File: src/source/fetch_pkg.sv
// fetch front end package with datapath widths, pc constants and configuration map

package fetch_pkg;

  // program counter and instruction word widths
  localparam int PC_WD   = 32;
  localparam int INST_WD = 32;

  // instruction SRAM port, byte addressed, one word per access
  localparam int SRAM_ADDR_WD = 32;
  localparam int SRAM_DATA_WD = 32;

  // sequential step is one 32-bit word
  localparam logic [PC_WD-1:0] PC_STEP = PC_WD'(4);

  // boot vector used until the host writes a new one
  localparam logic [PC_WD-1:0] PC_RESETVAL = 32'h8000_0000;

  // configuration port address width
  localparam int CFG_ADDR_WD = 2;

  // boot vector register, full PC_WD bits
  localparam logic [CFG_ADDR_WD-1:0] CFG_BOOT_ADDR = CFG_ADDR_WD'(0);

  // run register, only bit 0 is implemented
  localparam logic [CFG_ADDR_WD-1:0] CFG_RUN_ADDR = CFG_ADDR_WD'(1);

endpackage

File: src/source/fetch_cfg.sv
// fetch configuration block with boot vector and run bit behind a four-phase req/ack port

`timescale 1ns/10ps

module fetch_cfg import fetch_pkg::*; (
  input  logic                   i_clk,
  input  logic                   i_arst_n,
  input  logic                   i_cfg_req,
  input  logic                   i_cfg_we,
  input  logic [CFG_ADDR_WD-1:0] i_cfg_addr,
  input  logic [PC_WD-1:0]       i_cfg_wdata,
  output logic                   o_cfg_ack,
  output logic [PC_WD-1:0]       o_cfg_rdata,
  output logic [PC_WD-1:0]       o_boot_pc,
  output logic                   o_run,
  output logic                   o_restart
);

  logic             ack_q;
  logic             run_q;
  logic             restart_q;
  logic [PC_WD-1:0] boot_q;
  logic [PC_WD-1:0] rdata_q;
  logic             cfg_start;

  // a request is served once, on the first edge that sees req with ack still low
  assign cfg_start = i_cfg_req && !ack_q;

  always_ff @(posedge i_clk or negedge i_arst_n) begin
    if (!i_arst_n) begin
      ack_q <= 1'b0;
    end else if (cfg_start) begin
      ack_q <= 1'b1;
    end else if (!i_cfg_req) begin
      ack_q <= 1'b0;
    end
  end

  always_ff @(posedge i_clk or negedge i_arst_n) begin
    if (!i_arst_n) begin
      boot_q    <= PC_RESETVAL;
      run_q     <= 1'b0;
      restart_q <= 1'b0;
    end else begin
      restart_q <= 1'b0;
      if (cfg_start && i_cfg_we) begin
        if (i_cfg_addr == CFG_BOOT_ADDR) begin
          boot_q <= i_cfg_wdata;
        end
        if (i_cfg_addr == CFG_RUN_ADDR) begin
          run_q <= i_cfg_wdata[0];
          // fetch restarts from the boot vector only on a 0 to 1 edge of run
          restart_q <= i_cfg_wdata[0] && !run_q;
        end
      end
    end
  end

  // read data is captured on the same edge that raises ack
  always_ff @(posedge i_clk) begin
    if (cfg_start && !i_cfg_we) begin
      case (i_cfg_addr)
        CFG_BOOT_ADDR: rdata_q <= boot_q;
        CFG_RUN_ADDR:  rdata_q <= {{(PC_WD-1){1'b0}}, run_q};
        default:       rdata_q <= '0;
      endcase
    end
  end

  assign o_cfg_ack   = ack_q;
  assign o_cfg_rdata = rdata_q;
  assign o_boot_pc   = boot_q;
  assign o_run       = run_q;
  assign o_restart   = restart_q;

  // the host holds the request fields until it has seen ack
  a_req_stable : assert property (@(posedge i_clk) disable iff (!i_arst_n)
    (i_cfg_req && !o_cfg_ack) |=> $stable({i_cfg_we, i_cfg_addr, i_cfg_wdata}));

endmodule

File: src/source/fetch_pc.sv
// fetch program counter with sequential step, branch redirect and restart to the boot vector

`timescale 1ns/10ps

module fetch_pc import fetch_pkg::*; (
  input  logic             i_clk,
  input  logic             i_arst_n,
  input  logic             i_load,
  input  logic             i_restart,
  input  logic [PC_WD-1:0] i_boot_pc,
  input  logic             i_br_taken,
  input  logic [PC_WD-1:0] i_br_target,
  output logic [PC_WD-1:0] o_pc,
  output logic [PC_WD-1:0] o_next_pc
);

  logic [PC_WD-1:0] pc_q;
  logic [PC_WD-1:0] next_pc;

  // restart wins over a branch in the same cycle, the old stream is dead either way
  always_comb begin
    if (i_restart) begin
      next_pc = i_boot_pc;
    end else if (i_br_taken) begin
      next_pc = i_br_target;
    end else begin
      next_pc = pc_q + PC_STEP;
    end
  end

  // pc_q is the address of the word now coming back from the SRAM
  always_ff @(posedge i_clk or negedge i_arst_n) begin
    if (!i_arst_n) begin
      pc_q <= PC_RESETVAL;
    end else if (i_load || i_restart) begin
      pc_q <= next_pc;
    end
  end

  assign o_pc      = pc_q;
  assign o_next_pc = next_pc;

endmodule

File: src/source/fetch_ifu.sv
// instruction fetch unit that addresses the instruction SRAM and returns the fetched word

`timescale 1ns/10ps

module fetch_ifu import fetch_pkg::*; (
  input  logic                    i_req,
  input  logic [PC_WD-1:0]        i_next_pc,
  output logic [INST_WD-1:0]      o_inst,
  output logic                    o_inst_sram_en,
  output logic [SRAM_ADDR_WD-1:0] o_inst_sram_addr,
  input  logic [SRAM_DATA_WD-1:0] i_inst_sram_rdata
);

  logic [SRAM_ADDR_WD-1:0] word_addr;

  // the SRAM is word wide, so the two byte offset bits never reach it
  assign word_addr = {i_next_pc[SRAM_ADDR_WD-1:2], 2'b00};

  assign o_inst_sram_en   = i_req;
  assign o_inst_sram_addr = word_addr;

  // rdata belongs to the pc requested one cycle earlier, the SRAM holds it while idle
  assign o_inst = INST_WD'(i_inst_sram_rdata);

  // boot vector and branch targets must be word aligned, otherwise the
  // masked address would fetch a different word than the pc says
  always_comb begin
    if (o_inst_sram_en) begin
      a_addr_aligned : assert (o_inst_sram_addr == SRAM_ADDR_WD'(i_next_pc));
    end
  end

endmodule

File: src/source/fetch_stage.sv
// fetch stage with one-slot valid and allowin control, presenting instruction and pc to decode

`timescale 1ns/10ps

module fetch_stage import fetch_pkg::*; (
  input  logic                     i_clk,
  input  logic                     i_arst_n,
  input  logic                     i_run,
  input  logic                     i_restart,
  input  logic [PC_WD-1:0]         i_boot_pc,
  input  logic                     i_br_taken,
  input  logic [PC_WD-1:0]         i_br_target,
  input  logic                     i_ds_allowin,
  output logic                     o_fs_to_ds_valid,
  output logic [INST_WD+PC_WD-1:0] o_fs_to_ds_bus,
  output logic                     o_inst_sram_en,
  output logic [SRAM_ADDR_WD-1:0]  o_inst_sram_addr,
  input  logic [SRAM_DATA_WD-1:0]  i_inst_sram_rdata
);

  logic               fs_valid_q;
  logic               fs_kill;
  logic               fs_allowin;
  logic               fs_req;
  logic [PC_WD-1:0]   fs_pc;
  logic [PC_WD-1:0]   fs_next_pc;
  logic [INST_WD-1:0] fs_inst;

  // a branch or a restart throws away whatever sits in the slot
  assign fs_kill = i_br_taken || i_restart;

  // the killed item is never offered to decode
  assign o_fs_to_ds_valid = fs_valid_q && !fs_kill;

  // slot is free when empty, when its item leaves this cycle, or when it is killed
  assign fs_allowin = !fs_valid_q || (o_fs_to_ds_valid && i_ds_allowin) || fs_kill;

  // a restart fetches the boot vector even though the slot logic alone would not ask
  assign fs_req = (i_run && fs_allowin) || i_restart;

  always_ff @(posedge i_clk or negedge i_arst_n) begin
    if (!i_arst_n) begin
      fs_valid_q <= 1'b0;
    end else if (fs_allowin) begin
      fs_valid_q <= fs_req;
    end
  end

  fetch_pc u_pc (
    .i_clk       (i_clk),
    .i_arst_n    (i_arst_n),
    .i_load      (fs_req),
    .i_restart   (i_restart),
    .i_boot_pc   (i_boot_pc),
    .i_br_taken  (i_br_taken),
    .i_br_target (i_br_target),
    .o_pc        (fs_pc),
    .o_next_pc   (fs_next_pc)
  );

  fetch_ifu u_ifu (
    .i_req             (fs_req),
    .i_next_pc         (fs_next_pc),
    .o_inst            (fs_inst),
    .o_inst_sram_en    (o_inst_sram_en),
    .o_inst_sram_addr  (o_inst_sram_addr),
    .i_inst_sram_rdata (i_inst_sram_rdata)
  );

  assign o_fs_to_ds_bus = {fs_inst, fs_pc};

  // a stalled item relies on both the pc register and the SRAM output holding
  a_bus_stable_on_stall : assert property (@(posedge i_clk) disable iff (!i_arst_n)
    (o_fs_to_ds_valid && !i_ds_allowin) |=> $stable(o_fs_to_ds_bus));

endmodule

File: src/source/fetch_top.sv
// fetch front end top level joining the configuration block and the fetch stage

`timescale 1ns/10ps

module fetch_top import fetch_pkg::*; (
  input  logic                     i_clk,
  input  logic                     i_arst_n,
  input  logic                     i_cfg_req,
  input  logic                     i_cfg_we,
  input  logic [CFG_ADDR_WD-1:0]   i_cfg_addr,
  input  logic [PC_WD-1:0]         i_cfg_wdata,
  output logic                     o_cfg_ack,
  output logic [PC_WD-1:0]         o_cfg_rdata,
  input  logic                     i_br_taken,
  input  logic [PC_WD-1:0]         i_br_target,
  input  logic                     i_ds_allowin,
  output logic                     o_fs_to_ds_valid,
  output logic [INST_WD+PC_WD-1:0] o_fs_to_ds_bus,
  output logic                     o_inst_sram_en,
  output logic [SRAM_ADDR_WD-1:0]  o_inst_sram_addr,
  input  logic [SRAM_DATA_WD-1:0]  i_inst_sram_rdata
);

  logic [PC_WD-1:0] cfg_boot_pc;
  logic             cfg_run;
  logic             cfg_restart;

  fetch_cfg u_cfg (
    .i_clk       (i_clk),
    .i_arst_n    (i_arst_n),
    .i_cfg_req   (i_cfg_req),
    .i_cfg_we    (i_cfg_we),
    .i_cfg_addr  (i_cfg_addr),
    .i_cfg_wdata (i_cfg_wdata),
    .o_cfg_ack   (o_cfg_ack),
    .o_cfg_rdata (o_cfg_rdata),
    .o_boot_pc   (cfg_boot_pc),
    .o_run       (cfg_run),
    .o_restart   (cfg_restart)
  );

  fetch_stage u_fs (
    .i_clk             (i_clk),
    .i_arst_n          (i_arst_n),
    .i_run             (cfg_run),
    .i_restart         (cfg_restart),
    .i_boot_pc         (cfg_boot_pc),
    .i_br_taken        (i_br_taken),
    .i_br_target       (i_br_target),
    .i_ds_allowin      (i_ds_allowin),
    .o_fs_to_ds_valid  (o_fs_to_ds_valid),
    .o_fs_to_ds_bus    (o_fs_to_ds_bus),
    .o_inst_sram_en    (o_inst_sram_en),
    .o_inst_sram_addr  (o_inst_sram_addr),
    .i_inst_sram_rdata (i_inst_sram_rdata)
  );

endmodule

File: config.mk
export PLATFORM = sky130hd
export DESIGN_NAME = fetch_top
export DESIGN_NICKNAME = d
export VERILOG_FILES = /design/src/source/fetch_pkg.sv /design/src/source/fetch_cfg.sv /design/src/source/fetch_pc.sv /design/src/source/fetch_ifu.sv /design/src/source/fetch_stage.sv /design/src/source/fetch_top.sv
export SDC_FILE = /design/constraint.sdc
export NUM_CORES = 1
export LEC_CHECK = 0
export BUFFER_PORTS_ARGS = -buffer_cell sky130_fd_sc_hd__buf_2
export CAP_MARGIN = 20
export CORE_MARGIN = 4
export CORE_UTILIZATION = 35
export CTS_CLUSTER_DIAMETER = 60
export DETAILED_ROUTE_END_ITERATION = 10
export PLACE_DENSITY = 0.67
export SETUP_SLACK_MARGIN = 0.15
export SYNTH_ARGS = -nofsm -noshare
export SYNTH_HDL_FRONTEND = slang
export SYNTH_SLANG_ARGS = --single-unit
File: constraint.sdc
create_clock -name i_clk -period 3.9 [get_ports i_clk]
set_input_delay 0.195 -clock i_clk [delete_from_list [all_inputs] [get_ports i_clk]]
set_output_delay 0.195 -clock i_clk [all_outputs]
set_load 0.03 [all_outputs]
Word level (Yosys, flattened, before mapping)
Cells that the tools add are included.

word-level totals
  register bits = 100
  bits in latches = 0
  RAM bits = 0
  bits in read-only memories = 0
  input port bits = 104
  memories kept = 0

operators by class
  add/subtract/negate cells = 1
  $mul = 0
  div/mod/pow operators = 0
  magnitude comparators = 0
  equality and inequality tests = 2
  shift-type cells = 0
  multiplexer cells = 7
  bitwise logic cells = 0
  reduce and logical (&&, ||, !) cells = 20

operators by type and width
  kind                     number
  $mux W32                 2
  $pmux W32 S2             1
  $add A32 B3 Y32 const B  1
  $logic_and A1 B1 Y1      7
  $logic_not A1 Y1         5
  $logic_or A1 B1 Y1       5
  $mux W1                  4
  $reduce_and A2 Y1        2
  $eq A2 B1 Y1 const B     1
  $logic_not A2 Y1         1
  $ne A2 B1 Y1 const B     1

Logic depth before layout (Yosys ltp)
Gate-level depths: netlist of the first run.

  depth in word-level cells = 9
  depth in mapped cells = 8

Hierarchy
A second synthesis of the first run with hierarchy kept.

unflattened totals
  cells, all modules = 561
  area, all modules = 5,830.6 um^2

by module, submodules not included
  module       times used  cells each  area an instance (um^2)
  fetch_pc     1           343         2,741.4
  fetch_cfg    1           146         2,541.2
  fetch_ifu    1           66          491.7
  fetch_stage  1           6           56.3

Least setup slack after synthesis of the first run
No wires, ideal clock.

  kind = reg-to-reg
  start point = register u_cfg.ack_q, in the netlist u_cfg.o_cfg_ack
  end point = register u_cfg.rdata_q[0], in the netlist u_cfg.o_cfg_rdata[0] (enable)
  setup time = 0.468 ns
  arrival = 2.940 ns
  required time = 3.432 ns
  setup slack = 0.492 ns
  cell stages (with the launch flop) = 2
  path buffers = 0
  clock period less this slack = 3.408 ns
  cells stage by stage = dfrtp_1 nor3b_1

on the way
  cells in the longest elaborated chain, start to end = 3

ends and longest elaborated chain
  item                    line             text
  from (decl)             fetch_cfg.sv:19  logic ack_q;
  from (signal assigned)  fetch_cfg.sv:31  ack_q <= 1'b0;
  from (signal assigned)  fetch_cfg.sv:33  ack_q <= 1'b1;
  from (signal assigned)  fetch_cfg.sv:35  ack_q <= 1'b0;
  $logic_not A1 Y1        fetch_cfg.sv:27  assign cfg_start = i_cfg_req && !ack_q;
  $logic_and A1 B1 Y1     fetch_cfg.sv:27
  $logic_and A1 B1 Y1     fetch_cfg.sv:61  if (cfg_start && !i_cfg_we) begin
  to (signal assigned)    fetch_cfg.sv:63  CFG_BOOT_ADDR: rdata_q <= boot_q;
  to (signal assigned)    fetch_cfg.sv:64  CFG_RUN_ADDR: rdata_q <= {{(PC_WD-1){1'b0}}, run_q};
  to (decl)               fetch_cfg.sv:23  logic [PC_WD-1:0] rdata_q;

No other way between the ends.
A chain may end at the register's enable or synchronous reset.

Worst setup path after layout of the first run
  start point = register u_fs.u_pc.pc_q[7], in the netlist u_fs.u_pc.o_pc[7]
  end point = output o_inst_sram_addr[27]

on the way
  cells in the longest elaborated chain, start to end = 3

ends and longest elaborated chain
  item                    line             text
  from (decl)             fetch_pc.sv:17   logic [PC_WD-1:0] pc_q;
  from (signal assigned)  fetch_pc.sv:36   pc_q <= next_pc;
  $add A32 B3 Y32         fetch_pc.sv:27   next_pc = pc_q + PC_STEP;
  $mux W32                fetch_pc.sv:24   end else if (i_br_taken) begin
  $mux W32                fetch_pc.sv:22   if (i_restart) begin
  to (decl)               fetch_top.sv:20  output logic [SRAM_ADDR_WD-1:0] o_inst_sram_addr,

No other way between the ends.

==> results.sh, run 1 <==
export IMPL_outcome="complete, no violations"
export IMPL_rsz0062_at_grt="false"
export IMPL_grt_pass1_wl_um=23700
export IMPL_hpwl_um=12100
export IMPL_cts_tree="yes"
export IMPL_drt_first_pass_iters=4
export IMPL_drtIter0Drc=314
export IMPL_grt_pass1_vias=4078
export IMPL_finalSetupViolations=0
export IMPL_synth_seq_cells=100
export IMPL_die_w_um=135
export IMPL_vias_per_cell=5.02
export IMPL_grt_max_degree=46
export IMPL_die_height_um=135
export IMPL_grt_overflow=0
export IMPL_ir_worst_vdd_uv=240
export IMPL_placed_area_um2=6180
export IMPL_synth_edf_count=32
export IMPL_period_needed_ps=2870
export IMPL_yosysSeqAreaShare_pct=47.4
export IMPL_drv_cap=0
export IMPL_numPortBuffers=168
export IMPL_drc=0
export IMPL_track_usage_pct=17.1
export IMPL_synth_avg_cell_area_um2=10.7
export IMPL_synth_ff_type="dfrtp_1"
export IMPL_worst_slack_ps=1030
export IMPL_r2r_end="u_fs.u_pc.o_pc[16]"
export IMPL_synthArstFlopShare_pct=68.0
export IMPL_whs_endpoint="u_cfg.o_boot_pc[7]"
export IMPL_row_count=46
export IMPL_routedLengthMet1_um=7120
export IMPL_final_max_slew_viol_count=0
export IMPL_path_clk_slew_ps=70
export IMPL_yosysMostFrequentCell="dfrtp_1"
export IMPL_fin_nets=728
export IMPL_fmax_mhz=348
export IMPL_drive_gt1_share_pct=39.5
export IMPL_relSlewSlack_pct=33.1
export IMPL_antenna_found_initial=3
export IMPL_setup_tns_ps=0
export IMPL_ctsResizeCount=0
export IMPL_core_um2=15800
export IMPL_cp_start_kind="flip-flop"
export IMPL_path_class="flip-flop to output pin"
export IMPL_met3_length_um=969
export IMPL_syn_inst=528
export IMPL_cts_root_buf="clkbuf_16"
export IMPL_required_ps=3700
export IMPL_r2r_setup_slack_ps=1580
export IMPL_tightest_slew_ps=1000
export IMPL_path_max_fanout=12
export IMPL_clock_latency_ps=350
export IMPL_reg2reg_depth=5
export IMPL_finalClockSkew_ps=5.92
export IMPL_vias=4251
export IMPL_gp_congestion=0.886
export IMPL_reg2reg_from="u_cfg.o_restart"
export IMPL_crit_arrival_ps=2680
export IMPL_clk_path_buf_depth=2
export IMPL_leakage_nw=2.83
export IMPL_worstHoldPathType="primary input to flip-flop"
export IMPL_end_kind="output pin"
export IMPL_fin_area_um2=6500
export IMPL_synth_top_cells_by_count="dfrtp_1 (66), buf_4 (65), mux2_2 (33)"
export IMPL_synth_top_area_share_pct=29.4
export IMPL_synth_area_top_cells="dfrtp_1 (29%), edfxtp_1 (17%), buf_4 (8.7%)"
export IMPL_num_io_pins=235
export IMPL_drt_total_wl_um=15800
export IMPL_syn_to_final_growth_pct=15.7
export IMPL_syn_area_um2=5620
export IMPL_top_layer="met5"
export IMPL_post_drt_wl_per_cell_um=18.7
export IMPL_dieArea_um2=18200
export IMPL_cts_hold_buf=2
export IMPL_ys_warn_count=0
export IMPL_power_density_nw_per_um2=626
export IMPL_holdPathStages=3
export IMPL_yosysTopAreaCell="dfrtp_1"
export IMPL_place_ws_ps=1330
export IMPL_power_total_mw=4.07
export IMPL_hold_violations=0
export IMPL_hold_start="i_cfg_wdata[7]"
export IMPL_numCtsBuffers=9
export IMPL_finalCritPeriodShare_pct=73.7
export IMPL_start_util_pct=35.5
export IMPL_post_cts_buffers=0
export IMPL_cts_sinks=100
export IMPL_htreeDepth=3
export IMPL_met2WireLength_um=6990
export IMPL_ys_types=57
export IMPL_detail_route_antenna_nets=0
[cell type report]
| type | count | area [um2] |
|---|---|---|
| fillers | 1556 | 9320 |
| flip-flops and latches | 100 | 2670 |
| diodes | 2 | 5.00 |
| repair buffers | 177 | 913 |
| clock inverters | 6 | 70.1 |
| clock buffers | 10 | 229 |
| multi-input cells | 320 | 2300 |
| inverters | 15 | 56.3 |
| well taps | 216 | 270 |
[per-layer routing]
layer  vias up  track usage (%)
li1       2032                -
met1      2019             23.8
met2       132             25.0
met3        66             2.98
met4         2             9.79
met5         -                0
[critical path, cell delays in order, from the launching register on]
cell and delay, ps:
dfrtp_1 440, nand3_1 260, nor2_1 670, nand4_1 360
o211ai_1 300, nand3_1 100, buf_2 190
[where the power goes]
group	switching [mW]	total, mW	internal [mW]
combinational	0.977	1.53	0.549
sequential	0.297	1.62	1.33
clock	0.415	0.920	0.505
total	1.69	4.07	2.38
[state kept, by name, indices dropped and copies added, names as in the netlist]
signal,flops
u_cfg.o_boot_pc,32
u_cfg.o_cfg_rdata,32
u_fs.u_pc.o_pc,32
u_cfg.o_cfg_ack,1
u_cfg.o_restart,1
u_cfg.o_run,1
u_fs.fs_valid_q,1
[metrics by stage]
stage	utilization, %	std cells	hold WS [ps]
6_report	41.1	846	73.0
5_1_grt	41.1	846	62.1
4_1_cts	41.1	844	54.2
3_5_place_dp	39.1	826	231
3_3_place_gp	39.1	826	233
2_1_floorplan	-	529	-101
[layout by cell type (no fill, tap or decap), drive strengths merged, types with 13 or more instances in the layout]
master,count
a21oi,20
edfxtp,32
inv,18
xnor2,20
and2,32
mux2,44
nand4,15
buf,175
dfrtp,66
nor2,19
o31a,13
nand2,27
a22oi,22
o21ai,28
[logic make-up (layout without fill, tap and decap cells)]
group                      Yosys count  in the layout  share of synthesized area (%)
adders and majority gates            1              1                          0.222
muxes                               48             48                           10.3
and+or+nand+nor                    138            138                           13.7
DFF                                100            100                           47.4
buffers and inverters              109            208                           12.1
xor gates and xnor gates            23             23                           3.58
other                                1              4                         0.0667
AOI/OAI and AO/OA                  108            108                           12.7
[worst max-delay path by stage]
| stage | startpoint | to | slack [ps] | depth (start not counted) |
|---|---|---|---|---|
| floorplan | u_cfg.o_cfg_ack | u_cfg.o_cfg_rdata[0] | 490 | 1 |
| global route | u_cfg.o_restart | o_inst_sram_addr[16] | 780 | 5 |
| global placement | u_cfg.o_restart | o_inst_sram_addr[16] | 1290 | 5 |
| detailed placement | u_cfg.o_restart | o_inst_sram_addr[16] | 1330 | 5 |
| CTS | u_cfg.o_restart | o_inst_sram_addr[16] | 940 | 5 |
| finish | u_fs.u_pc.o_pc[7] | o_inst_sram_addr[27] | 1030 | 6 |
Power figures use the tool's default switching activity.
==> run 2, diff against run 1 <==
--- a/config.mk
+++ b/config.mk
@@ -11,7 +11,7 @@
 export CORE_UTILIZATION = 35
 export CTS_CLUSTER_DIAMETER = 60
 export DETAILED_ROUTE_END_ITERATION = 10
-export PLACE_DENSITY = 0.67
+export PLACE_DENSITY = 0.7
 export SETUP_SLACK_MARGIN = 0.15
 export SYNTH_ARGS = -nofsm -noshare
 export SYNTH_HDL_FRONTEND = slang
==> constraint.sdc (replaced) <==
create_clock -name i_clk -period 2.4 [get_ports i_clk]
set_input_delay 0.12 -clock i_clk [delete_from_list [all_inputs] [get_ports i_clk]]
set_output_delay 0.12 -clock i_clk [all_outputs]
set_load 0.03 [all_outputs]
==> run 2 against run 1 <==
Register-to-register slack lost 1200 ps. Final cell count grew 6.7%. Via count grew 6.9%. Critical path depth is the same. Sequential share of layout area shrank 3.7 points. Clock skew grew 3.3 ps. Clock-buffer cell count is the same. Combinational power grew 92%. Worst setup slack lost 870 ps. Design area grew 10%. Critical endpoint is now o_inst_sram_addr[29]. Largest cell class unchanged. Highest routed layer is now met4.
==> results.sh, run 2 (synthesized netlist as in run 1, its figures left out) <==
export IMPL_outcome="complete, no violations"
export IMPL_worstHoldPathType="primary input to flip-flop"
export IMPL_crit_arrival_ps=2130
export IMPL_fin_nets=787
export IMPL_r2r_setup_slack_ps=360
export IMPL_final_cell_mix="buf_2 (153), buf_4 (56), dfrtp_1 (53)"
export IMPL_drc=0
export IMPL_final_max_slew_viol_count=0
export IMPL_relSlewSlack_pct=50.0
export IMPL_antenna_found_initial=0
export IMPL_clk_path_buf_depth=2
export IMPL_drv_cap=0
export IMPL_cts_sinks=100
export IMPL_leakage_nw=3.13
export IMPL_end_kind="output pin"
export IMPL_reg2reg_from="u_fs.u_pc.o_pc[2]"
export IMPL_gp_congestion=0.814
export IMPL_num_io_pins=235
export IMPL_row_count=46
export IMPL_grt_overflow=0
export IMPL_vias_per_cell=5.03
export IMPL_post_drt_wl_per_cell_um=18.4
export IMPL_drive_gt1_share_pct=45.6
export IMPL_finalSetupViolations=0
export IMPL_final_common_cell="buf_2"
export IMPL_holdWs_ps=14.6
export IMPL_place_ws_ps=280
export IMPL_clock_latency_ps=350
export IMPL_core_um2=15800
export IMPL_cts_tree="yes"
export IMPL_holdPathStages=2
export IMPL_grt_pass1_vias=4308
export IMPL_hpwl_um=12300
export IMPL_cts_root_buf="clkbuf_16"
export IMPL_path_max_fanout=6
export IMPL_power_density_nw_per_um2=995
export IMPL_fmax_mhz=445
export IMPL_whs_endpoint="u_cfg.o_boot_pc[25]"
export IMPL_tightest_slew_ps=749
export IMPL_htreeDepth=3
export IMPL_detail_route_antenna_nets=0
export IMPL_r2r_end="u_fs.u_pc.o_pc[14]"
export IMPL_finalCritPeriodShare_pct=93.6
export IMPL_period_needed_ps=2250
export IMPL_worst_slack_ps=154
export IMPL_ir_worst_vdd_uv=428
export IMPL_drtIter0Drc=330
export IMPL_die_height_um=135
export IMPL_num_antenna_cells=0
export IMPL_dieArea_um2=18200
export IMPL_syn_to_final_growth_pct=27.8
export IMPL_grt_max_degree=36
export IMPL_grt_pass1_wl_um=24400
export IMPL_reg2reg_depth=8
export IMPL_track_usage_pct=17.5
export IMPL_path_class="flip-flop to output pin"
export IMPL_drt_total_wl_um=16600
export IMPL_cp_start_kind="flip-flop"
export IMPL_hold_start="i_cfg_wdata[25]"
export IMPL_vias=4544
export IMPL_start_util_pct=35.5
export IMPL_required_ps=2280
export IMPL_numPortBuffers=168
export IMPL_rsz0062_at_grt="true"
export IMPL_finalClockSkew_ps=9.26
export IMPL_drt_first_pass_iters=4
export IMPL_die_w_um=135
export IMPL_numCtsBuffers=9
export IMPL_path_clk_slew_ps=80
export IMPL_setup_tns_ps=0
export IMPL_hold_violations=0
export IMPL_power_total_mw=7.15
## run 2: routing by layer
layer | up-vias | track usage (%) | wire length, um
met5 | - | 0 | 0
met4 | 0 | 7.86 | 467
met3 | 43 | 3.06 | 1020
met2 | 160 | 27.2 | 7770
met1 | 2192 | 23.9 | 7370
li1 | 2149 | - | -
## run 2: timing repair
action	CTS	global route
endpoints found under the hold margin	48	1
gates cloned	0	1
buffers inserted	10	21
hold buffers	21	1
gates resized for setup	33	26
setup endpoints to repair	26	22
pin swaps	8	19
## run 2: cell type report
type / instances / area (um2)
repair buffers: 235 / 1460
clock inverters: 6 / 76.3
well taps: 216 / 270
multi-input cells: 321 / 2390
fillers: 1463 / 8640
inverters: 15 / 58.8
flip-flops and latches: 100 / 2680
clock buffers: 10 / 250
## run 2: stage by stage
| step | utilization, % | cell area (um2) | std cells |
|---|---|---|---|
| global route | 45.4 | 7190 | 903 |
| CTS | 44.0 | 6960 | 880 |
| floorplan | - | 5640 | 529 |
| detailed placement | 39.5 | 6250 | 833 |
| finish | 45.4 | 7190 | 903 |
| global placement | 39.5 | 6250 | 833 |
## run 2: worst max-delay path, stage by stage (launching register included)
cell     delay [ps]
dfrtp_1         430
nand4_1         280
nor3_1          240
nand4_1         210
xnor2_1         180
o21ai_0         220
buf_4           210
## run 2: how the worst max path moves through the flow
stage,slack [ps],to,startpoint
after global placement,320,o_inst_sram_addr[14],u_fs.u_pc.o_pc[2]
final,150,o_inst_sram_addr[29],u_fs.u_pc.o_pc[22]
after CTS,150,o_inst_sram_addr[28],u_fs.u_pc.o_pc[20]
after floorplan,310,o_inst_sram_addr[24],u_fs.u_pc.o_pc[10]
after detailed placement,280,o_inst_sram_addr[14],u_fs.u_pc.o_pc[2]
after global routing,50,o_inst_sram_addr[19],u_fs.u_pc.o_pc[2]
## run 2: power breakdown
group | leakage [nW] | internal (mW) | switching, mW
clock | 0.154 | 0.891 | 0.699
combinational | 1.87 | 1.17 | 1.76
sequential | 1.11 | 2.18 | 0.453
total | 3.13 | 4.24 | 2.91
